$ cat config.mk
export PLATFORM = sky130hd
export DESIGN_NAME = lane_capture_flat
export DESIGN_NICKNAME = d
export VERILOG_FILES = /design/src/hdl/adc_rx_pkg.sv /design/src/hdl/lane_word_if.sv /design/src/hdl/lane_capture.sv /design/src/flat_wrapper.sv
export SDC_FILE = /design/constraint.sdc
export NUM_CORES = 1
export LEC_CHECK = 0
export BUFFER_PORTS_ARGS = -buffer_cell sky130_fd_sc_hd__buf_2
export CAP_MARGIN = 0
export CORE_MARGIN = 5
export CORE_UTILIZATION = 35
export CTS_BUF_LIST = sky130_fd_sc_hd__clkbuf_4
export DETAILED_ROUTE_END_ITERATION = 7
export PLACE_DENSITY = 0.74
export SLEW_MARGIN = 20
export SYNTH_ARGS = -nofsm -noshare
export SYNTH_HDL_FRONTEND = slang
export SYNTH_SLANG_ARGS = --single-unit
export TNS_END_PERCENT = 1
$ cat constraint.sdc
create_clock -name adc0_clk -period 0.9 [get_ports adc0_clk]
set_input_delay 0.135 -clock adc0_clk [delete_from_list [all_inputs] [get_ports adc0_clk]]
set_output_delay 0.135 -clock adc0_clk [all_outputs]
set_load 0.02 [all_outputs]
$ cat src/hdl/adc_rx_pkg.sv
// shared widths, sample types, mode codes and format select for the adc receive path
package adc_rx_pkg;

  //////////////////////////////
  // widths

  // pins per adc lane
  localparam int unsigned lane_bits = 7;
  // even and odd words interleaved
  localparam int unsigned sample_bits = 2 * lane_bits;
  // packed lane word as seen downstream
  localparam int unsigned word_bits = 16;

  //////////////////////////////
  // data types

  // one even or odd word off the pins
  typedef logic [lane_bits-1:0] half_word_t;
  // bit 2j+1 from odd word bit j, bit 2j from even word bit j
  typedef logic [sample_bits-1:0] sample_t;
  // one formatted lane
  typedef logic [word_bits-1:0] lane_word_t;
  // lane a upper half, lane b lower half
  typedef logic [2*word_bits-1:0] pair_word_t;
  // raw mode register value
  typedef logic [15:0] mode_code_t;

  //////////////////////////////
  // mode register codes

  // 14 bit left aligned
  localparam mode_code_t mode_msb14 = 16'h0002;
  // 14 bit sign extended
  localparam mode_code_t mode_sign14 = 16'h0008;

  // decoded format, msb12 covers every other code
  typedef enum logic [1:0] {
    fmt_msb14,
    fmt_sign14,
    fmt_msb12
  } fmt_sel_t;

endpackage

$ cat src/hdl/lane_word_if.sv
// registered even/odd words of both lanes, passed from capture to formatting
interface lane_word_if;

  // lane a words
  adc_rx_pkg::half_word_t a_even;
  adc_rx_pkg::half_word_t a_odd;

  // lane b words
  adc_rx_pkg::half_word_t b_even;
  adc_rx_pkg::half_word_t b_odd;

  // driven by the input registers
  modport capture (
    output a_even,
    output a_odd,
    output b_even,
    output b_odd
  );

  // read by the format stage
  modport format (
    input a_even,
    input a_odd,
    input b_even,
    input b_odd
  );

endinterface

$ cat src/hdl/lane_capture.sv
// input stage, registers the even/odd lane words and the write switch on adc0_clk
module lane_capture (
  input  logic                   adc0_clk,
  input  logic                   sys_rst,
  // de-interleaved words from the double rate capture
  input  adc_rx_pkg::half_word_t data_a_even,
  input  adc_rx_pkg::half_word_t data_a_odd,
  input  adc_rx_pkg::half_word_t data_b_even,
  input  adc_rx_pkg::half_word_t data_b_odd,
  // write enable from the control block
  input  logic                   adc_switch,
  lane_word_if.capture           words,
  output logic                   wr_switch_q
);

  //////////////////////////////
  // input registers

  // words and switch taken on the same edge
  // so the enable stays aligned with its sample
  always_ff @(posedge adc0_clk or posedge sys_rst) begin
    if (sys_rst) begin
      words.a_even <= '0;
      words.a_odd  <= '0;
      words.b_even <= '0;
      words.b_odd  <= '0;
      wr_switch_q  <= 1'b0;
    end else begin
      // lane a
      words.a_even <= data_a_even;
      words.a_odd  <= data_a_odd;
      // lane b
      words.b_even <= data_b_even;
      words.b_odd  <= data_b_odd;
      // switch follows the sample
      wr_switch_q  <= adc_switch;
    end
  end

endmodule

$ cat src/flat_wrapper.sv
// flat-port wrapper written by rule: the top's interface ports become plain ports
module lane_capture_flat 
  (adc0_clk, sys_rst, data_a_even, data_a_odd, data_b_even, data_b_odd, adc_switch, wr_switch_q, words_a_even, words_a_odd, words_b_even, words_b_odd);
  lane_word_if words_i ();
  input  logic adc0_clk;
  input  logic sys_rst;
  input  adc_rx_pkg::half_word_t data_a_even;
  input  adc_rx_pkg::half_word_t data_a_odd;
  input  adc_rx_pkg::half_word_t data_b_even;
  input  adc_rx_pkg::half_word_t data_b_odd;
  input  logic adc_switch;
  output logic wr_switch_q;
  output wire logic [$bits(words_i.a_even)-1:0] words_a_even;
  output wire logic [$bits(words_i.a_odd)-1:0] words_a_odd;
  output wire logic [$bits(words_i.b_even)-1:0] words_b_even;
  output wire logic [$bits(words_i.b_odd)-1:0] words_b_odd;
  assign words_a_even = words_i.a_even;
  assign words_a_odd = words_i.a_odd;
  assign words_b_even = words_i.b_even;
  assign words_b_odd = words_i.b_odd;
  lane_capture u_core (.adc0_clk(adc0_clk), .sys_rst(sys_rst), .data_a_even(data_a_even), .data_a_odd(data_a_odd), .data_b_even(data_b_even), .data_b_odd(data_b_odd), .adc_switch(adc_switch), .words(words_i), .wr_switch_q(wr_switch_q));
endmodule
**Word-level counts from Yosys, hierarchy flattened**

Index checks and enable logic that the tools add are counted.

- Bits in registers: 29
- Word-level logic and storage cells: 5

**Depth between registers and ports, before layout**

- Word-level depth: 0
- Mapped depth: 1
- Gate-level depth less buffers: 1

**Worst setup path after synthesis**

OpenSTA, ideal clock, no wires.

- Path kind: register -> output
- Start point: register u_core.words.a_even[0]
- End point: output words_a_even[0]
- Arrival: 0.416 ns
- Setup slack: 0.349 ns
- Path buffers: 0
- Cell stages (with the launch flop): 1
- Cell sequence: dfrtp_1

RTL lines:

| what | RTL line | RTL |
|---|---|---|
| start, declared | lane_word_if.sv:14 | `output a_even,` |
| start signal, assigned | lane_capture.sv:30 | `words.a_even <= data_a_even;` |
| end, declared | flat_wrapper.sv:13 | `output wire logic [$bits(words_i.a_even)-1:0] words_a_even;` |

No word-level cell between the ends.

**Worst setup path in the final report**

- Start point: register u_core.words.a_odd[6]
- End point: output words_a_odd[6]

RTL lines:

| what | RTL line | RTL |
|---|---|---|
| start, declared | lane_word_if.sv:15 | `output a_odd,` |
| start signal, assigned | lane_capture.sv:31 | `words.a_odd <= data_a_odd;` |
| end, declared | flat_wrapper.sv:14 | `output wire logic [$bits(words_i.a_odd)-1:0] words_a_odd;` |

No word-level cell between the ends.

==> results.md <==
- Summing all multi-input logic gate instances after layout gives 0 µm².
- Adding up every negative setup slack in the final design gives -1.38 ns.
- Entering global routing, the biggest net connects 30 pins.
- The leakage dissipation is about 0.76 nW.
- For this run, the slowest stage of the critical path takes 0.39 ns.
- The worst path in the final design needs a cycle of 0.963 ns, including I/O delays and setup.
- On the critical path, the stage with the largest delay is an instance of sky130_fd_sc_hd__dfrtp_1.
- The die is around 56 µm wide.
- The count of buffering cells on the critical path with inverters included is 1.
- The total global routing overflow is 0.
- The critical path goes through buf_6.
- The worst path arrival time is around 0.83 ns.
- The clock tree root buffer cell is sky130_fd_sc_hd__clkbuf_4.
- After detailed placement, the design holds a cell count of 117.
- The number of cells in the finished layout apart from fillers is 154.
- The area of the core is 0.00198 mm².
- For the worst setup path, the data required time is ~0.76 ns.
- The standard-cell row count is 16.
- CTS saw 29 sinks.
- The number of design rule violations left after detail routing is 0.
- The initial antenna violation count was 0.
- The number of flops mapped to enable cells by yosys is 0.
- The top achievable clock speed is 1040 MHz.
- The via count of the first global-routing pass is roughly 680.
- Once layout is complete, the utilization of the core stands at 0.752.
- The mapped netlist covers 729 µm².
- Routability-driven placement finished with a final weighted congestion of 0.712.
- After detailed routing, the total wire length is 1.92 mm.
- The count of maximum capacitance violations is 0.
- For this design the ratio of total power to cell area is approximately 1600 mW/mm².
- The kind of path behind the tightest hold check is primary input to async pin.
- The placed wire-length estimate after detailed placement is 1.18 mm.
- Of all nets on the critical path, the largest fanout is 1.
- Clock tree synthesis inserted a total of 5 buffers.
- In the global route stage, overall resource usage came out at 0.131.
- During placement, the flow inserted port buffers numbering 59.
- The final worst hold slack is 0.412 ns.
- Dividing the detail-routed wire length by the instance count gives 12.5 µm.
- Yosys instantiated no cell more often than sky130_fd_sc_hd__dfrtp_1.
- The number of nets in the synthesized netlist is 61.
- The CTS clock-pin slew for the worst setup and hold paths is 0.08 ns.
- Averaged over all synthesized cells, the footprint is about 24 µm².
- Setup violations remaining at the end of the flow were counted as 29.
- The total number of vias is roughly 600.
- The area growth from synthesis to layout is 104%.
- Headroom to the max-slew limit came out at 0.898.
- In the post-synthesis netlist, the biggest area contributors are sky130_fd_sc_hd__dfrtp_1 (99%), sky130_fd_sc_hd__inv_1 (0.51%).
- For this configuration, the core starts out at a cell density of 0.368.
- The repair_antennas step left the layout with diodes totalling 0.
- Setup repair after global routing could not meet its margin everywhere.
- The violation count after the first detailed-route iteration is 3.
- The worst setup path is captured at an output port.
- STA classifies the critical path startpoint as a register.
- In the synthesized netlist the dominant register cell turns out to be sky130_fd_sc_hd__dfrtp_1.
- The largest area contributor in the synthesized netlist is sky130_fd_sc_hd__dfrtp_1.
- The final-report max-slew violation count is 0.
- The run finished, with violations left.
- The share of the Yosys chip area taken by registers is 0.995.
- The final reports fail on setup timing.
- The remaining number of nets flagged by the antenna check after routing is 0.
- In this run the vertical extent of the chip is 55.7 µm.
- The final worst-path cycle share is 1.07.
- In this run the number of H-tree levels came out at 2.
- The setup fix buffers added after clock tree synthesis is 0.
- The synthesized netlist contains 2 unique library cells.
- The number of optimization iterations in the first detailed-route pass is 2.
- For this run, combinational gates with multiple inputs come to 0.
- The count of endpoints failing hold in the final timing report came to 0.
- The register bit count reported by yosys is 29.
- The number of warnings reported in the yosys synthesis log is 0.
- After synthesis, the most frequently instantiated cells are sky130_fd_sc_hd__dfrtp_1 (29), sky130_fd_sc_hd__inv_1 (1).
- In this run the count of I/O pins placed on the die edge is 60.
- VDD sags by at most roughly 0.0013 V.
- Counting every instance in the synthesized netlist gives 30.
- The ratio of routed vias to standard cells is 3.92.
- The maximum root-to-sink buffer count is 2.
- The family with the most delay on the worst path is flip-flops.
- The path type of the worst setup path is register to output port.
- The net count reported at finish is 158.
- The clock tree from TritonCTS is yes.
- The final critical-path setup slack is -0.0626 ns.
- Counting flops with an async set or reset pin after synthesis yields a share of 1.00.
- The die covers 0.00310 mm².
- The proportion of layout cells with a drive suffix above 1 is 0.520.
- The first global-routing pass estimated 2.97 mm of wire.
- Of the post-synthesis cell area, the dominant cell type holds 0.995.
- At the pin with the least slew margin, the transition time is 0.153 ns.
kinds of logic after synthesis:
kind of cell	Yosys count	synth area share
flip-flops	29	0.995
buffers and inverters	1	0.00514
what timing repair did:
action	CTS	global route
endpoints found under the hold margin	58	0
gates resized for setup	6	14
setup endpoints to repair	29	29
hold buffers	30	0
through the flow:
step,instance area (µm²),power [mW],setup WS (ns)
5_1_grt,1490,2.58,-0.118
3_3_place_gp,1080,1.66,0.276
6_report,1490,2.44,-0.0626
2_1_floorplan,729,1.52,0.159
3_5_place_dp,1080,1.66,0.261
4_1_cts,1450,2.46,-0.0758
sequential cells by signal, indices dropped and copies added, names as in the netlist:
register	cells
u_core.wr_switch_q	1
u_core.words.a_even	7
u_core.words.a_odd	7
u_core.words.b_even	7
u_core.words.b_odd	7
path summary, 6_finish.rpt:
| kind | end | from | cells after the start | slack [ns] |
|---|---|---|---|---|
| max | words_a_odd[6] | u_core.words.a_odd[6] | 1 | -0.06 |
| min | u_core.words.a_even[6] | sys_rst | 4 | 0.41 |
| max in group asynchronous | u_core.wr_switch_q | sys_rst | 4 | 0.33 |
| min in group adc0_clk | u_core.words.a_odd[4] | data_a_odd[4] | 2 | 0.46 |
cells in the final DEF, fill, tap and decap left out, drive strengths merged:
cell	netlist	final
buf	0	60
clkbuf	0	6
clkinv	0	1
dfrtp	29	29
dlygate4sd3	0	30
inv	1	1
cell type report:
type	instances	area, µm²
Inverter	1	3.75
Timing Repair Buffer	90	678
Clock buffer	6	45.0
Tap cell	27	33.8
Fill cell	124	492
Clock inverter	1	3.75
Sequential cell	29	726
report_power, final:
group / switching, mW / internal (mW)
logic: 0.173 / 0.211
registers: 0.0198 / 1.37
clock network: 0.362 / 0.313
metal layers:
metal	routed length, µm	up-vias	GRT usage	part of all wire
met1	551	282	0.100	0.29
li1	-	283	-	-
met4	14	0	0.0417	0.0073
met3	203	2	0.0928	0.11
met2	1150	36	0.250	0.60
met5	0	-	0	0
Power figures use the tool's default switching activity.
