--- config.mk ---
export PLATFORM = sky130hd
export DESIGN_NAME = sample_formatter_flat
export DESIGN_NICKNAME = d
export VERILOG_FILES = /design/src/hdl/adc_rx_pkg.sv /design/src/hdl/lane_word_if.sv /design/src/hdl/sample_formatter.sv /design/src/flat_wrapper.sv
export SDC_FILE = /design/constraint.sdc
export NUM_CORES = 1
export LEC_CHECK = 0
export BUFFER_PORTS_ARGS = -buffer_cell sky130_fd_sc_hd__buf_2
export CORE_AREA = 2 2 91 49
export DETAILED_ROUTE_END_ITERATION = 7
export DIE_AREA = 0 0 93 51
export PLACE_DENSITY = 0.74
export SYNTH_ARGS = -nofsm -noshare
export SYNTH_HDL_FRONTEND = slang
export SYNTH_SLANG_ARGS = --single-unit
export TNS_END_PERCENT = 50
--- constraint.sdc ---
create_clock -name adc0_clk -period 0.9 [get_ports adc0_clk]
set_input_delay 0.225 -clock adc0_clk [delete_from_list [all_inputs] [get_ports adc0_clk]]
set_output_delay 0.225 -clock adc0_clk [all_outputs]
set_load 0.05 [all_outputs]
--- src/hdl/adc_rx_pkg.sv ---
// shared widths, sample types, mode codes and format select for the adc receive path
package adc_rx_pkg;

  //////////////////////////////
  // widths

  // pins per adc lane
  localparam int unsigned lane_bits = 7;
  // even and odd words interleaved
  localparam int unsigned sample_bits = 2 * lane_bits;
  // packed lane word as seen downstream
  localparam int unsigned word_bits = 16;

  //////////////////////////////
  // data types

  // one even or odd word off the pins
  typedef logic [lane_bits-1:0] half_word_t;
  // bit 2j+1 from odd word bit j, bit 2j from even word bit j
  typedef logic [sample_bits-1:0] sample_t;
  // one formatted lane
  typedef logic [word_bits-1:0] lane_word_t;
  // lane a upper half, lane b lower half
  typedef logic [2*word_bits-1:0] pair_word_t;
  // raw mode register value
  typedef logic [15:0] mode_code_t;

  //////////////////////////////
  // mode register codes

  // 14 bit left aligned
  localparam mode_code_t mode_msb14 = 16'h0002;
  // 14 bit sign extended
  localparam mode_code_t mode_sign14 = 16'h0008;

  // decoded format, msb12 covers every other code
  typedef enum logic [1:0] {
    fmt_msb14,
    fmt_sign14,
    fmt_msb12
  } fmt_sel_t;

endpackage

--- src/hdl/lane_word_if.sv ---
// registered even/odd words of both lanes, passed from capture to formatting
interface lane_word_if;

  // lane a words
  adc_rx_pkg::half_word_t a_even;
  adc_rx_pkg::half_word_t a_odd;

  // lane b words
  adc_rx_pkg::half_word_t b_even;
  adc_rx_pkg::half_word_t b_odd;

  // driven by the input registers
  modport capture (
    output a_even,
    output a_odd,
    output b_even,
    output b_odd
  );

  // read by the format stage
  modport format (
    input a_even,
    input a_odd,
    input b_even,
    input b_odd
  );

endinterface

--- src/hdl/sample_formatter.sv ---
// interleaves each lane, packs it in the selected format and registers the a/b pair
module sample_formatter (
  input  logic                   adc0_clk,
  input  logic                   sys_rst,
  lane_word_if.format            words,
  // mode register, sampled as the pair is registered
  input  adc_rx_pkg::mode_code_t mif_adc_mode,
  input  logic                   wr_switch_q,
  output adc_rx_pkg::pair_word_t fifo_din,
  output logic                   fifo_wr
);

  //////////////////////////////
  // helpers

  // odd word on the odd bit positions, even word on the even ones
  function automatic adc_rx_pkg::sample_t interleave(
    input adc_rx_pkg::half_word_t even_w,
    input adc_rx_pkg::half_word_t odd_w
  );
    adc_rx_pkg::sample_t s;
    for (int j = 0; j < adc_rx_pkg::lane_bits; j++) begin
      s[2*j+1] = odd_w[j];
      s[2*j]   = even_w[j];
    end
    return s;
  endfunction

  // build one 16 bit lane word
  function automatic adc_rx_pkg::lane_word_t pack_lane(
    input adc_rx_pkg::sample_t  s,
    input adc_rx_pkg::fmt_sel_t sel
  );
    adc_rx_pkg::lane_word_t w;
    case (sel)
      // sample on top, two zero bits below
      adc_rx_pkg::fmt_msb14:  w = {s, 2'b00};
      // sign bit doubled above the sample
      adc_rx_pkg::fmt_sign14: w = {s[13], s[13], s};
      // s[12] and s[11] dropped, four zero bits below
      default:                w = {s[13], s[10:0], 4'b0000};
    endcase
    return w;
  endfunction

  //////////////////////////////
  // mode decode

  adc_rx_pkg::fmt_sel_t fmt_sel;
  adc_rx_pkg::sample_t  sample_a;
  adc_rx_pkg::sample_t  sample_b;

  always_comb begin
    case (mif_adc_mode)
      adc_rx_pkg::mode_msb14:  fmt_sel = adc_rx_pkg::fmt_msb14;
      adc_rx_pkg::mode_sign14: fmt_sel = adc_rx_pkg::fmt_sign14;
      // anything else falls to the reduced form
      default:                 fmt_sel = adc_rx_pkg::fmt_msb12;
    endcase
  end

  // interleave both lanes
  assign sample_a = interleave(words.a_even, words.a_odd);
  assign sample_b = interleave(words.b_even, words.b_odd);

  //////////////////////////////
  // output register

  always_ff @(posedge adc0_clk or posedge sys_rst) begin
    if (sys_rst) begin
      fifo_din <= '0;
      fifo_wr  <= 1'b0;
    end else begin
      // lane a upper half
      fifo_din <= {pack_lane(sample_a, fmt_sel), pack_lane(sample_b, fmt_sel)};
      // strobe travels with the word
      fifo_wr  <= wr_switch_q;
    end
  end

  // mode bus fully known whenever a switched sample gets packed
  // an X code would silently fall to the reduced form
  a_mode_known: assert property (
    @(posedge adc0_clk) disable iff (sys_rst)
    wr_switch_q |-> !$isunknown(mif_adc_mode)
  );

endmodule

--- src/flat_wrapper.sv ---
// flat-port wrapper written by rule: the top's interface ports become plain ports
module sample_formatter_flat 
  (adc0_clk, sys_rst, mif_adc_mode, wr_switch_q, fifo_din, fifo_wr, words_a_even, words_a_odd, words_b_even, words_b_odd);
  lane_word_if words_i ();
  input  logic adc0_clk;
  input  logic sys_rst;
  input  adc_rx_pkg::mode_code_t mif_adc_mode;
  input  logic wr_switch_q;
  output adc_rx_pkg::pair_word_t fifo_din;
  output logic fifo_wr;
  input wire logic [$bits(words_i.a_even)-1:0] words_a_even;
  input wire logic [$bits(words_i.a_odd)-1:0] words_a_odd;
  input wire logic [$bits(words_i.b_even)-1:0] words_b_even;
  input wire logic [$bits(words_i.b_odd)-1:0] words_b_odd;
  assign words_i.a_even = words_a_even;
  assign words_i.a_odd = words_a_odd;
  assign words_i.b_even = words_b_even;
  assign words_i.b_odd = words_b_odd;
  sample_formatter u_core (.adc0_clk(adc0_clk), .sys_rst(sys_rst), .words(words_i), .mif_adc_mode(mif_adc_mode), .wr_switch_q(wr_switch_q), .fifo_din(fifo_din), .fifo_wr(fifo_wr));
endmodule
# After elaboration in Yosys (flattened, before gate mapping)

Cells that the tools add are included.

Bits in latches: 0
Memory bits (read-only): 0
Memories: 0
Memory bits (writable): 0
Input port bits: 47
Register bits: 33
Output and inout bits: 33

Magnitude comparators: 0
Reductions and logical operators: 1
Multiplexer cells: 3
Equality and inequality tests: 3
Bitwise operators: 0
Multipliers: 0
$add $sub $neg: 0
Shift operators: 0
Div/mod/pow operators: 0

Operators with widths:

| kind                                                                   | number |
|---|---|
| 15-bit one-hot mux with 2 select lines                                 | 2 |
| 16-bit by 2-bit equality test with 1-bit output, second input constant | 1 |
| 16-bit by 4-bit equality test with 1-bit output, second input constant | 1 |
| 2-bit one-hot mux with 2 select lines                                  | 1 |
| 2-bit by 1-bit equality test with 1-bit output, second input constant  | 1 |
| 2-bit logical NOT                                                      | 1 |

# Logic depth before layout (Yosys ltp)

Gate-level depths: netlist of the first run.

Depth after elaboration: 4
Gate-level depth with buffers: 5
Mapped depth without buffers: 4

# Least setup slack after synthesis of the first run

No wires, ideal clock.

Path type: input to register
Start: in mif_adc_mode[8]
End: reg u_core.fifo_din[10]
Arrival: 1.122 ns
Path slack: -0.346 ns
Required time: 0.777 ns
Stages on the path: 5
Setup time: 0.123 ns
Cells stage by stage: nor4_4 and4_4 o21ai_2 buf_6 o2bb2ai_2

Cells in the longest elaborated chain, start to end: 4
Elaborated cells between the ends (all ways): 6
Those cells by class: eq/ne: 3; mux: 2; reduce/logical: 1

RTL lines:

| element                                                                                                            | RTL line               | source |
|---|---|---|
| start: declaration                                                                                                 | flat_wrapper.sv:7      | `input adc_rx_pkg::mode_code_t mif_adc_mode;` |
| 16-bit by 4-bit equality test with 1-bit output or 16-bit by 2-bit equality test with 1-bit output (tied branches) | sample_formatter.sv:54 | `case (mif_adc_mode)` |
| 2-bit one-hot mux with 2 select lines *                                                                            | sample_formatter.sv:54 |  |
| 2-bit by 1-bit equality test with 1-bit output or 2-bit logical NOT (tied branches)                                | sample_formatter.sv:35 | `case (sel)` |
| 15-bit one-hot mux with 2 select lines *                                                                           | sample_formatter.sv:35 |  |
| end signal: assignment                                                                                             | sample_formatter.sv:75 | `fifo_din <= {pack_lane(sample_a, fmt_sel), pack_lane(sample_b, fmt_sel)};` |
| end: declaration                                                                                                   | sample_formatter.sv:9  | `output adc_rx_pkg::pair_word_t fifo_din,` |

Mark *: on every way between the ends. The rest lies on a longest branch, timed or not.

# Worst setup path in the final report of the first run

Start: in mif_adc_mode[14]
End: reg u_core.fifo_din[20]

Same word-level chain as after synthesis.

==> results.txt, run 1 <==
* Kind of end point of the critical path: flip-flop
- # placed instances: 249
- The number of nets handed over by synthesis was 156.
- Hold slack final: 61.0 ps
- Critical path peak fanout: 22
* Number of global-route vias before repair: 1,345
- The synthesized netlist contains 16 unique library cells.
* Mean instance size in the synthesized netlist: 14.1 sq um
- Number of sinks driven by the clock tree: 33
* Number of antenna violations at the first check in global routing: 0
- The number of slew-limit violations in the final report came to 0.
- Critical path required time: 1060 ps
* Diodes inserted: 0
- Type of the worst setup path: input port to flip-flop
* Total number of vias: 1,307
- Measured slew at the worst slew-check pin: 321 ps
* Area of the mapped netlist: 0.00153 sq mm
* Worst Setup Slack, final: -183 ps
* Share of the cycle needed by the critical path after routing: 120%
- Based on the critical path, the design can be clocked at up to 924 MHz.
- Worst setup path start: mif_adc_mode[14]
- The filler cells instantiated in the layout total 322.
* Instance count of the mapped netlist: 109
- Dividing the detail-routed via count by the number of cells gives 5.05.
- The flow ran to the end, but the final reports show violations.
- Worst path arrival time: 1250 ps
* Cts bufs inserted: 5
* Nature of the critical path startpoint: input port
* Total routing usage reported by global routing: 18.8%
* Placement Setup Slack: -529 ps
- H-tree levels: 2
- The tree is rooted in a sky130_fd_sc_hd__clkbuf_8.
* Width of the chip: 93 um
- Portion of the post-synthesis area used by sequential elements: 53.8%
- After clock tree synthesis, the clock-pin slew on the worst setup and hold paths is 60 ps.
* Estimated wirelength of the detail-placed design: 3.03 mm
- Total wire length: 4.21 mm
- # IOs: 80
- In this run the standard cell core region covers 0.00408 sq mm.
- Post-route non-filler standard cell count: 259
- For this run, the number of Yosys warnings is 0.
- Final critical-path required period: 1080 ps
- Floorplan die area: 0.00474 sq mm
- Hold path startpoint: wr_switch_q
* Hold violation total from the final report: 0
- Dividing total power by cell area gives a power density of 1430 mW/mm^2.
* Leakage component of the power: 1.13 nW
- The initial utilization of the core area, before any placement, comes to 37.6%.
* First DRT Iteration DRCs: 39
* Clock tree from TritonCTS: built
* Number of failing setup endpoints in the final timing report: 63
* Global route overflow: 0
- After detailed routing, the number of remaining DRC violations is 0.
* Max_slew headroom: 78.6%
- Flops & latches, synth: 33
- Entering global routing, the biggest net connects 27 pins.
- Area Growth Syn to Fin: 64.2%
- Of the cells placed in the final design, the portion with a size suffix greater than 1 is 65.3%.
* Height of the chip: 51 um
- Port Buffers: 79
- Deepest clock path buffer count: 2
- Violations in the final reports: negative setup slack
- Share of the core filled with cells: 61.7%
* First-pass GRT wire length: 6.69 mm
- Setup repair after global routing could not meet its margin everywhere.
- Maximum VDD drop: 701 uV
- Type of the worst min-delay path: input port to flip-flop
- Max-cap violations in this run came to 0.
- Weighted congestion at the end of routability-driven global placement: 0.776
* Avg WL per Cell: 16.2 um
- Post-route antenna net violation count: 0
- At the end of the flow, the number of nets in the layout was 248.
- The first TritonRoute pass finished after 4 iterations.
- Standard-cell rows: 17
==> repair_timing <==
action                     4_1_cts  5_1_grt
hold endpoints to repair        11        0
gates resized for setup         76        5
buffers inserted                 1        0
setup endpoints to repair       63       63
hold buffers                     1        0
pin swaps                        5        3
==> layout by cell type, fill, tap and decap left out, types with 4 or more instances in the layout <==
| cell type | count |
|---|---|
| sky130_fd_sc_hd__o2bb2ai_1 | 5 |
| sky130_fd_sc_hd__a22oi_1 | 26 |
| sky130_fd_sc_hd__buf_2 | 41 |
| sky130_fd_sc_hd__clkbuf_8 | 7 |
| sky130_fd_sc_hd__and3_1 | 4 |
| sky130_fd_sc_hd__buf_6 | 39 |
| sky130_fd_sc_hd__o2bb2ai_2 | 17 |
| sky130_fd_sc_hd__buf_4 | 9 |
| sky130_fd_sc_hd__dfrtp_1 | 33 |
| sky130_fd_sc_hd__buf_12 | 5 |
==> cell type report <==
cell class	instances	area (sq um)	area share, %
Sequential cell	33	826	32.8
Timing Repair Buffer	95	822	32.6
Multi-Input combinational cell	65	691	27.4
Clock buffer	7	96.3	3.83
Tap cell	57	71.3	2.83
Inverter	1	7.51	0.298
Clock inverter	1	5.00	0.199
==> worst max-delay path, stage by stage <==
cell                        delay, ps
sky130_fd_sc_hd__buf_2            110
sky130_fd_sc_hd__nor4_4           270
sky130_fd_sc_hd__and4_4           260
sky130_fd_sc_hd__o21ai_2           70
sky130_fd_sc_hd__buf_12           170
sky130_fd_sc_hd__o2bb2ai_1        130
==> where the power goes <==
group	internal, mW	switching, mW	leakage (nW)	total, mW
Sequential	1.54	0.0277	0.403	1.57
Combinational	0.351	0.464	0.672	0.815
Clock	0.690	0.519	0.0542	1.21
Total	2.58	1.01	1.13	3.59
==> cells in the mapped netlist <==
cell | instances | area, sq um
sky130_fd_sc_hd__and3_1 | 4 | 25.0
sky130_fd_sc_hd__nor4_4 | 3 | 63.8
sky130_fd_sc_hd__nor2b_1 | 2 | 12.5
sky130_fd_sc_hd__a22oi_1 | 26 | 195
sky130_fd_sc_hd__clkbuf_1 | 3 | 11.3
sky130_fd_sc_hd__nand4_2 | 1 | 12.5
sky130_fd_sc_hd__buf_2 | 4 | 20.0
sky130_fd_sc_hd__nor2_1 | 5 | 18.8
sky130_fd_sc_hd__o2bb2ai_1 | 5 | 43.8
sky130_fd_sc_hd__dfrtp_1 | 33 | 826
sky130_fd_sc_hd__o2bb2ai_2 | 17 | 255
sky130_fd_sc_hd__o21ai_2 | 1 | 8.76
sky130_fd_sc_hd__buf_6 | 2 | 22.5
sky130_fd_sc_hd__buf_1 | 1 | 3.75
sky130_fd_sc_hd__and4_4 | 1 | 11.3
sky130_fd_sc_hd__inv_1 | 1 | 3.75
==> worst paths after layout <==
kind	endpoint	slack, ps	cells after the start
max	u_core.fifo_din[20]	-180	6
min	u_core.fifo_wr	60	1
max in group asynchronous	u_core.fifo_din[15]	90	4
min in group asynchronous	u_core.fifo_din[26]	440	3
==> cell families (layout without fill, tap and decap cells) <==
kind of cell / Yosys count / in the layout / share of synthesized area [%]
compound gates: 49 / 49 / 32.8
simple gates: 16 / 16 / 9.38
buf+inv: 11 / 104 / 4.00
flops: 33 / 33 / 53.8
==> sequential cells by signal (all words and copies together) (netlist names) <==
signal,cells
u_core.fifo_din,32
u_core.fifo_wr,1
==> per-stage QoR <==
| step | setup TNS [ps] | instance area [sq um] | power, mW |
|---|---|---|---|
| floorplan | -8220 | 1540 | 1.99 |
| CTS | -9190 | 2500 | 3.62 |
| finish | -8780 | 2520 | 3.59 |
| global route | -10670 | 2520 | 3.74 |
| detailed placement | -14320 | 2120 | 2.30 |
| global placement | -12830 | 2120 | 2.29 |
==> routing by layer <==
metal / track usage (%) / part of all wire [%] / wire length (um)
met5: 0 / 0 / 0
met4: 6.62 / 1.5 / 61
met3: 5.60 / 7.0 / 295
met2: 29.2 / 47 / 1970
met1: 25.3 / 45 / 1880
No activity file was read; power rests on OpenSTA's default activity.
==> run 2: changes to the inputs <==
Settings changed: ABC_AREA set to 1, CORE_AREA 2 2 91 49 to 2 2 92 50, DIE_AREA 0 0 93 51 to 0 0 94 52.
==> run 2 against run 1 <==
  * The flow still finishes with violations (negative setup slack)
  * Hold slack worse by 13 ps
  * Clock-buffer cell count unchanged
  * Sequential power about the same
  * Non-clock buffer count increased by 5
  * Die area grew 3.1%
  * Maximum frequency about the same
  * First-iteration DRC count rose to 2.7 times the previous value
  * Worst setup slack hardly changed
  * Global-route usage is 1.0 points higher
  * Critical path type is now flip-flop to output port
  * Largest cell class is now buffers
==> results.txt, run 2 <==
- Max_slew headroom: 78.1% (-0.47 points)
- Diodes inserted: 0 (unchanged)
- Synthesized-area fraction occupied by and/or/nand/nor cells: 37.3% (+28 points)
- The worst setup margin came to -183 ps (-0.184 ps).
* Mux share of post-synthesis cell area: 0% (unchanged)
- The aggregate routed wire length was 5.27 mm (+25%).
* Weighted congestion at the end of routability-driven global placement: 0.868 (+12%)
- Achievable clock frequency: 923 MHz (about the same)
* Cts bufs inserted: 5 (unchanged)
- Share of the cycle needed by the critical path after routing: 120% (about the same)
- The number of I/O pins came to 80 (unchanged).
- The number of DRC violations after detailed routing came to 0 (unchanged).
- The detailed-route vias per instance was 4.98 (-1.4%).
* Nature of the critical path startpoint: flip-flop
* First-pass GRT wire length: 7.30 mm (+9.1%)
* Fraction of post-synthesis cell area in the top cell type by area: 50.9% (-2.9 points)
- Clock power share: 39.1% (+5.4 points)
- Instance count of the mapped netlist: 215 (+97%)
- Sorting the synthesized cells by area gives the leading types as sky130_fd_sc_hd__dfrtp_1 (51%), sky130_fd_sc_hd__nand3_1 (20%), sky130_fd_sc_hd__nand2_1 (12%).
- Most used flip-flop cell after synthesis: sky130_fd_sc_hd__dfrtp_1
- The remaining antenna violation count was 0 (unchanged).
- The worst-margin pin slew was 328 ps (+6.26 ps).
- Area Growth Syn to Fin: 82.5%
- Clock tree synthesis selected as its root buffer the cell sky130_fd_sc_hd__clkbuf_8.
* Critical path buffers and inverters: 1 (-1)
- Number of antenna violations at the first check in global routing: 0 (unchanged)
- The sequential share of power is 41.9% (-1.8 points).
* Register bank with the most flops: u_core.fifo_din
- Status: finished, violations left
* Estimated wirelength of the detail-placed design: 3.24 mm (+7.0%)
* Synth cell types: 11 (-5)
- Count of filler cells inserted in the layout: 312 (-3.1%)
* Height of the chip: 52 um (+2.0%)
* Pre-Repair DR Iteration Count: 4 (unchanged)
- The final reports fail on negative setup slack.
* Kind of cell with the highest combined delay on the critical path: flip-flops
- Initial Util: 39.1% (+1.6 points)
* Crit path max-delay cell type: sky130_fd_sc_hd__dfrtp_1
- The design internal power was 2.73 mW (+5.6%).
* Leakage component of the power: 1.55 nW (+38%)
- Ordered list of cells on the worst path: buf_6
- Top post-synthesis cells by count: sky130_fd_sc_hd__nand3_1 (64), sky130_fd_sc_hd__nand2_1 (53), sky130_fd_sc_hd__dfrtp_1 (33)
- Leaving out fill and tap cells, the most frequent cell in the layout is sky130_fd_sc_hd__buf_6.
* Number of pins exceeding their max-slew limit in the final report: 0 (unchanged)
* Global route overflow: 0 (unchanged)
- The critical path is of the flip-flop to output port type.
* Count leader, synth: sky130_fd_sc_hd__nand3_1
- The total routing usage reported by global routing came to 19.8% (+1.0 points).
- The core box area was 0.00415 sq mm (+1.6%).
- Fraction of power consumed by combinational cells: 19.0% (-3.7 points)
* Critical path peak fanout: 1 (-95%)
* Floorplan die area: 0.00489 sq mm (+3.1%)
- Clock tree from TritonCTS: built
- Yosys warning count: 0 (unchanged)
- Switching power share of the total: 27.1% (-1.0 points)
* Most frequent cells in the layout: sky130_fd_sc_hd__buf_6 (50), sky130_fd_sc_hd__nand2_1 (47), sky130_fd_sc_hd__buf_2 (38), sky130_fd_sc_hd__nand3_1 (37), sky130_fd_sc_hd__dfrtp_1 (33)
* Deepest clock path buffer count: 2 (unchanged)
- The count of max-cap constraint violations is 0 (unchanged).
* Yosys top cell by area: sky130_fd_sc_hd__dfrtp_1
- Flops & latches, synth: 33 (unchanged)
- Number of enable-type register cells in the synthesized netlist: 0 (unchanged)
- Placement Setup Slack: -414 ps (+115 ps)
- Number of sinks driven by the clock tree: 33 (unchanged)
- Fraction of registers with async set or reset after synthesis: 100% (unchanged)
- Kind of end point of the critical path: output port
- Power density cells: 1260 mW/mm^2 (-11%)
- Final Instance Area: 0.00296 sq mm (+18%)
- Fraction of layout instances using a drive strength above 1: 51.4% (-14 points)
- Dominant combinational cell family by area after synthesis: simple AND/OR/NAND/NOR gates
* Clock slew at reported path FFs: 70 ps (about the same)
* Area of the mapped netlist: 0.00162 sq mm (+5.8%)
* Number of failing setup endpoints in the final timing report: 63 (unchanged)
- Net switching power of the design: 1.01 mW (+0.21%)
* Standard-cell rows: 17 (unchanged)
* Total Nets Final: 357 (+44%)
- The post-synthesis net count was 262 (+68%).
* Largest stage delay, worst path: 400 ps (+130 ps)
- The synthesized-area fraction occupied by xor and xnor cells was 0% (unchanged).
* Top Registers: u_core.fifo_din (32), u_core.fifo_wr (1)
* Port Buffers: 79 (unchanged)
- The routed via count is 1,831 (+40%).
- The post-place instance area is 0.00230 sq mm (+8.5%).
- The maximum level of the CTS H-tree was 2 (unchanged).
- Maximum VDD drop: 583 uV (-17%)
- First DRT Iteration DRCs: 104 (+170%)
- Mean instance size in the synthesized netlist: 7.55 sq um (-46%)
- The die width came to 94 um (+1.1%).
- Type of the worst min-delay path: input port to flip-flop
- The maximum number of pins on one net before global-route repair came to 34 (+26%).
- Worst path arrival time: 860 ps (-390 ps)
* Number of global-route vias before repair: 1,600 (+19%)
* Area fraction in compound gates after synthesis: 1.23% (-32 points)
* Avg WL per Cell: 14.3 um (-12%)
- The fraction of the mapped netlist area in adder cells was 0% (unchanged).
- Setup repair after global routing could not meet its margin everywhere.
- Portion of the post-synthesis area used by sequential elements: 50.9% (-2.9 points)
- Hold violation total from the final report: 0 (unchanged)
* Number of flip-flops under the largest register name: 32 (unchanged)
- Critical path required time: 670 ps (-390 ps)
- The final period demand of the worst path was 1080 ps (+0.184 ps).
==> run 2: stage by stage <==
step / power (mW) / std cells / setup TNS, ps / hold slack (ps) / utilization [%]
after floorplan: 1.90 / 215 / -4560 / 160 / -
after global placement: 2.13 / 353 / -10250 / 272 / 55.4
after detailed placement: 2.14 / 353 / -11330 / 275 / 55.4
after CTS: 3.68 / 362 / -6740 / 41.7 / 63.9
after global routing: 3.87 / 368 / -9660 / 42.2 / 71.4
final: 3.74 / 368 / -7490 / 47.9 / 71.4
==> run 2: final cells by class <==
class | count | area, sq um | area share, %
clock buffers | 7 | 86.3 | 2.92
repair buffers | 100 | 943 | 31.9
multi-input cells | 140 | 886 | 29.9
inverters | 30 | 119 | 4.01
well taps | 57 | 71.3 | 2.41
flip-flops and latches | 33 | 826 | 27.9
clock inverters | 1 | 30.0 | 1.01
==> run 2: layer usage <==
layer	vias up	routed length, um	global-route usage (%)
li1	868	-	-
met5	-	0	0
met3	13	490	6.52
met4	0	119	7.00
met2	93	2300	28.2
met1	857	2360	28.1
==> run 2: timing repair <==
action | in CTS | in global routing
resized for setup | 73 | 61
endpoints found under the setup margin | 61 | 63
pin swaps | 1 | 40
setup buffers | 0 | 1
endpoints found under the hold margin | 33 | 0
cloned | 0 | 5
hold buffers | 1 | 0
==> run 2: cells by family (layout without fill, tap and decap cells) <==
group           after synthesis  count (layout)
simple gates                136             136
flops                        33              33
compound gates                4               4
buf+inv                      42             138
==> run 2: final timing paths <==
path	from	to	slack, ps	cells after the start
min in group asynchronous	sys_rst	u_core.fifo_wr	520	4
worst max-delay path	u_core.fifo_din[10]	fifo_din[10]	-180	1
max in group asynchronous	sys_rst	u_core.fifo_din[30]	210	4
worst min-delay path	wr_switch_q	u_core.fifo_wr	50	1
==> run 2: power by group through the flow <==
stage               Sequential, mW  Combinational (mW)  Clock (mW)
global route                  1.57               0.752        1.55
global placement              1.58               0.550           0
floorplan                     1.79               0.109           0
detailed placement            1.58               0.558           0
CTS                           1.57               0.634        1.48
finish                        1.57               0.709        1.46
==> run 3: changes to the inputs <==
Settings changed: RECOVER_POWER set to 50.
==> run 3 against run 2 <==
  * The flow still finishes with violations (negative setup slack)
  * Sequential power about the same
  * Routed wire length about the same
  * Highest routed layer unchanged
  * Critical path depth unchanged
  * Critical path type unchanged
  * Hold slack hardly changed
  * Global-route usage stayed put
  * Sequential share of layout area grew 0.12 points
==> results.txt, run 3 (synthesis gave the netlist of run 2 again) <==
* Status: finished, violations left
- Violations in the final reports: negative setup slack
- Setup repair after global routing could not meet its margin everywhere.
* Kind of cell with the highest combined delay on the critical path: flip-flops
* Final Instance Area: 0.00295 sq mm (-0.42%)
* Weighted congestion at the end of routability-driven global placement: 0.868 (unchanged)
- The core box area is 0.00415 sq mm (unchanged).
* Estimated wirelength of the detail-placed design: 3.24 mm (unchanged)
- The via count of the first global-routing pass was 1,600 (unchanged).
- The area growth from synthesis to layout is 81.7%.
* Number of failing setup endpoints in the final timing report: 63 (unchanged)
- Clock Tree Root: sky130_fd_sc_hd__clkbuf_8
* Routed vias/inst: 4.98 (unchanged)
* Critical path required time: 670 ps (about the same)
- Total routing usage reported by global routing: 19.8% (unchanged)
* Standard-cell rows: 17 (unchanged)
- The length of the first detailed-routing pass in iterations is 4 (unchanged).
- The routed length per placed instance was 14.3 um (about the same).
* Achievable clock frequency: 923 MHz (about the same)
- The number of clock sinks was 33 (unchanged).
* Number of max-cap violations: 0 (unchanged)
* H-tree levels: 2 (unchanged)
- Final Power: 3.73 mW (-0.19%)
* Top Registers: u_core.fifo_din (32), u_core.fifo_wr (1)
* Area post-placement: 0.00230 sq mm (unchanged)
- The number of buffers between clock root and the deepest sink is 2 (unchanged).
- Global route overflow: 0 (unchanged)
- The worst hold slack after final layout came to 47.9 ps (-0.00200 ps).
- The number of DRC violations after detailed routing was 0 (unchanged).
- The net switching power came to 1.01 mW (about the same).
- The antenna diode count was 0 (unchanged).
- Met1 usage in global routing: 28.1% (unchanged)
* Total number of vias: 1,831 (unchanged)
- The area enclosed by the die boundary was 0.00489 sq mm (unchanged).
- Post-route non-filler standard cell count: 368 (unchanged)
- The min-delay analysis places its worst path in the category input port to flip-flop.
* Largest stage delay, worst path: 400 ps (about the same)
* # IOs: 80 (unchanged)
* Initial Util: 39.1% (unchanged)
* Highest-utilization routing layer at the global route stage: met2
- Max_slew headroom: 78.1% (unchanged)
- Maximum number of pins on one net before global-route repair: 34 (unchanged)
- # placed instances: 353 (unchanged)
- The proportion of total power due to net switching came to 27.1% (+0.037 points).
- The worst setup margin is -183 ps (-0.0970 ps).
- Ordered list of cells on the worst path: buf_6
* Most frequent cells in the layout: sky130_fd_sc_hd__buf_6 (51), sky130_fd_sc_hd__nand2_1 (47), sky130_fd_sc_hd__nand3_1 (37), sky130_fd_sc_hd__buf_2 (35), sky130_fd_sc_hd__dfrtp_1 (33)
- The number of nets in the finished design is 357 (unchanged).
- The part of the power in the clock network came to 39.2% (about the same).
- Width of the chip: 94 um (unchanged)
- Cts bufs inserted: 5 (unchanged)
- Register bank with the most flops: u_core.fifo_din
- Type of the worst setup path: flip-flop to output port
- The first-iteration detailed-routing DRC count is 104 (unchanged).
- Sequential Power Share: 42.0% (about the same)
- Power density cells: 1270 mW/mm^2 (+0.23%)
- The first-pass GRT wire length was 7.30 mm (unchanged).
- The worst-margin pin slew was 328 ps (unchanged).
- Maximum VDD drop: 583 uV (about the same)
- Nature of the critical path startpoint: flip-flop
* Number of pins exceeding their max-slew limit in the final report: 0 (unchanged)
- Fraction of layout instances using a drive strength above 1: 50.5% (-0.96 points)
- Met3 track utilization from global routing: 6.52% (unchanged)
* Share of the cycle needed by the critical path after routing: 120% (about the same)
- The design internal power came to 2.72 mW (-0.24%).
* Critical path peak fanout: 1 (unchanged)
- Height of the chip: 52 um (unchanged)
- The number of port buffers came to 79 (unchanged).
* Total wire length: 5.28 mm (about the same)
- The clock-pin slew on the worst setup and hold paths was 70 ps (about the same).
- For this design, the slowest cell found on the critical path is sky130_fd_sc_hd__dfrtp_1.
* Fraction of power consumed by combinational cells: 18.8% (-0.2 points)
- Number of antenna violations at the first check in global routing: 0 (unchanged)
- Critical path buffers and inverters: 1 (unchanged)
- The final period demand of the worst path was 1080 ps (+0.0970 ps).
- The worst setup path is captured at an output port.
* Number of flip-flops under the largest register name: 32 (unchanged)
- The leakage dissipation was 1.54 nW (-0.75%).
- The summed negative setup slack over all endpoints came to -7490 ps (-4.99 ps).
* Clock tree from TritonCTS: built
- Hold violation total from the final report: 0 (unchanged)
- Most frequent standard cell in the layout excluding fill and tap cells: sky130_fd_sc_hd__buf_6
- The met2 track utilization from global routing was 28.2% (unchanged).
* Worst path arrival time: 860 ps (about the same)
- The remaining antenna violation count is 0 (unchanged).
[run 3: cell count changes in the layout (fill, tap and decap cells not counted), sizes merged]
cell and delta:
buf -3, clkbuf +3
[run 3: final cells by class]
type | count | area (sq um)
clock buffer | 7 | 86.3
clock inverter | 1 | 30.0
fill | 315 | 1200
inverter | 30 | 119
multi-input combinational | 140 | 886
sequential | 33 | 826
tap | 57 | 71.3
timing repair buffer | 100 | 931
[run 3: stage by stage]
step | util, % | worst slack, ps
after detailed placement | 55.4 | -414
after floorplan | - | -178
final | 71.1 | -183
after global routing | 71.1 | -200
after global placement | 55.4 | -378
after CTS | 63.9 | -179
[run 3: worst paths after layout]
kind,startpoint,to,slack (ps),cells after the start
setup / recovery,u_core.fifo_din[10],fifo_din[10],-180,1
hold / removal,wr_switch_q,u_core.fifo_wr,50,1
max in group asynchronous,sys_rst,u_core.fifo_din[30],130,4
min in group asynchronous,sys_rst,u_core.fifo_wr,540,4
[run 3: power groups by stage]
stage / Sequential [mW] / Combinational (mW) / Clock [mW]
6_report: 1.57 / 0.702 / 1.46
5_1_grt: 1.57 / 0.744 / 1.55
4_1_cts: 1.57 / 0.634 / 1.48
3_5_place_dp: 1.58 / 0.558 / 0
3_3_place_gp: 1.58 / 0.550 / 0
2_1_floorplan: 1.79 / 0.109 / 0
[run 3: per-layer routing]
| layer | up-vias | wire length, um |
|---|---|---|
| met4 | 0 | 119 |
| met5 | - | 0 |
| met2 | 93 | 2300 |
| li1 | 868 | - |
| met1 | 857 | 2370 |
| met3 | 13 | 483 |
[run 3: what timing repair did]
| item | in CTS | in global routing |
|---|---|---|
| gates resized for setup | 73 | 61 |
| hold buffers | 1 | 0 |
| endpoints found under the hold margin | 33 | 0 |
| pin swaps | 1 | 40 |
| setup buffers | 0 | 1 |
| gates cloned | 0 | 5 |
| endpoints found under the setup margin | 61 | 63 |
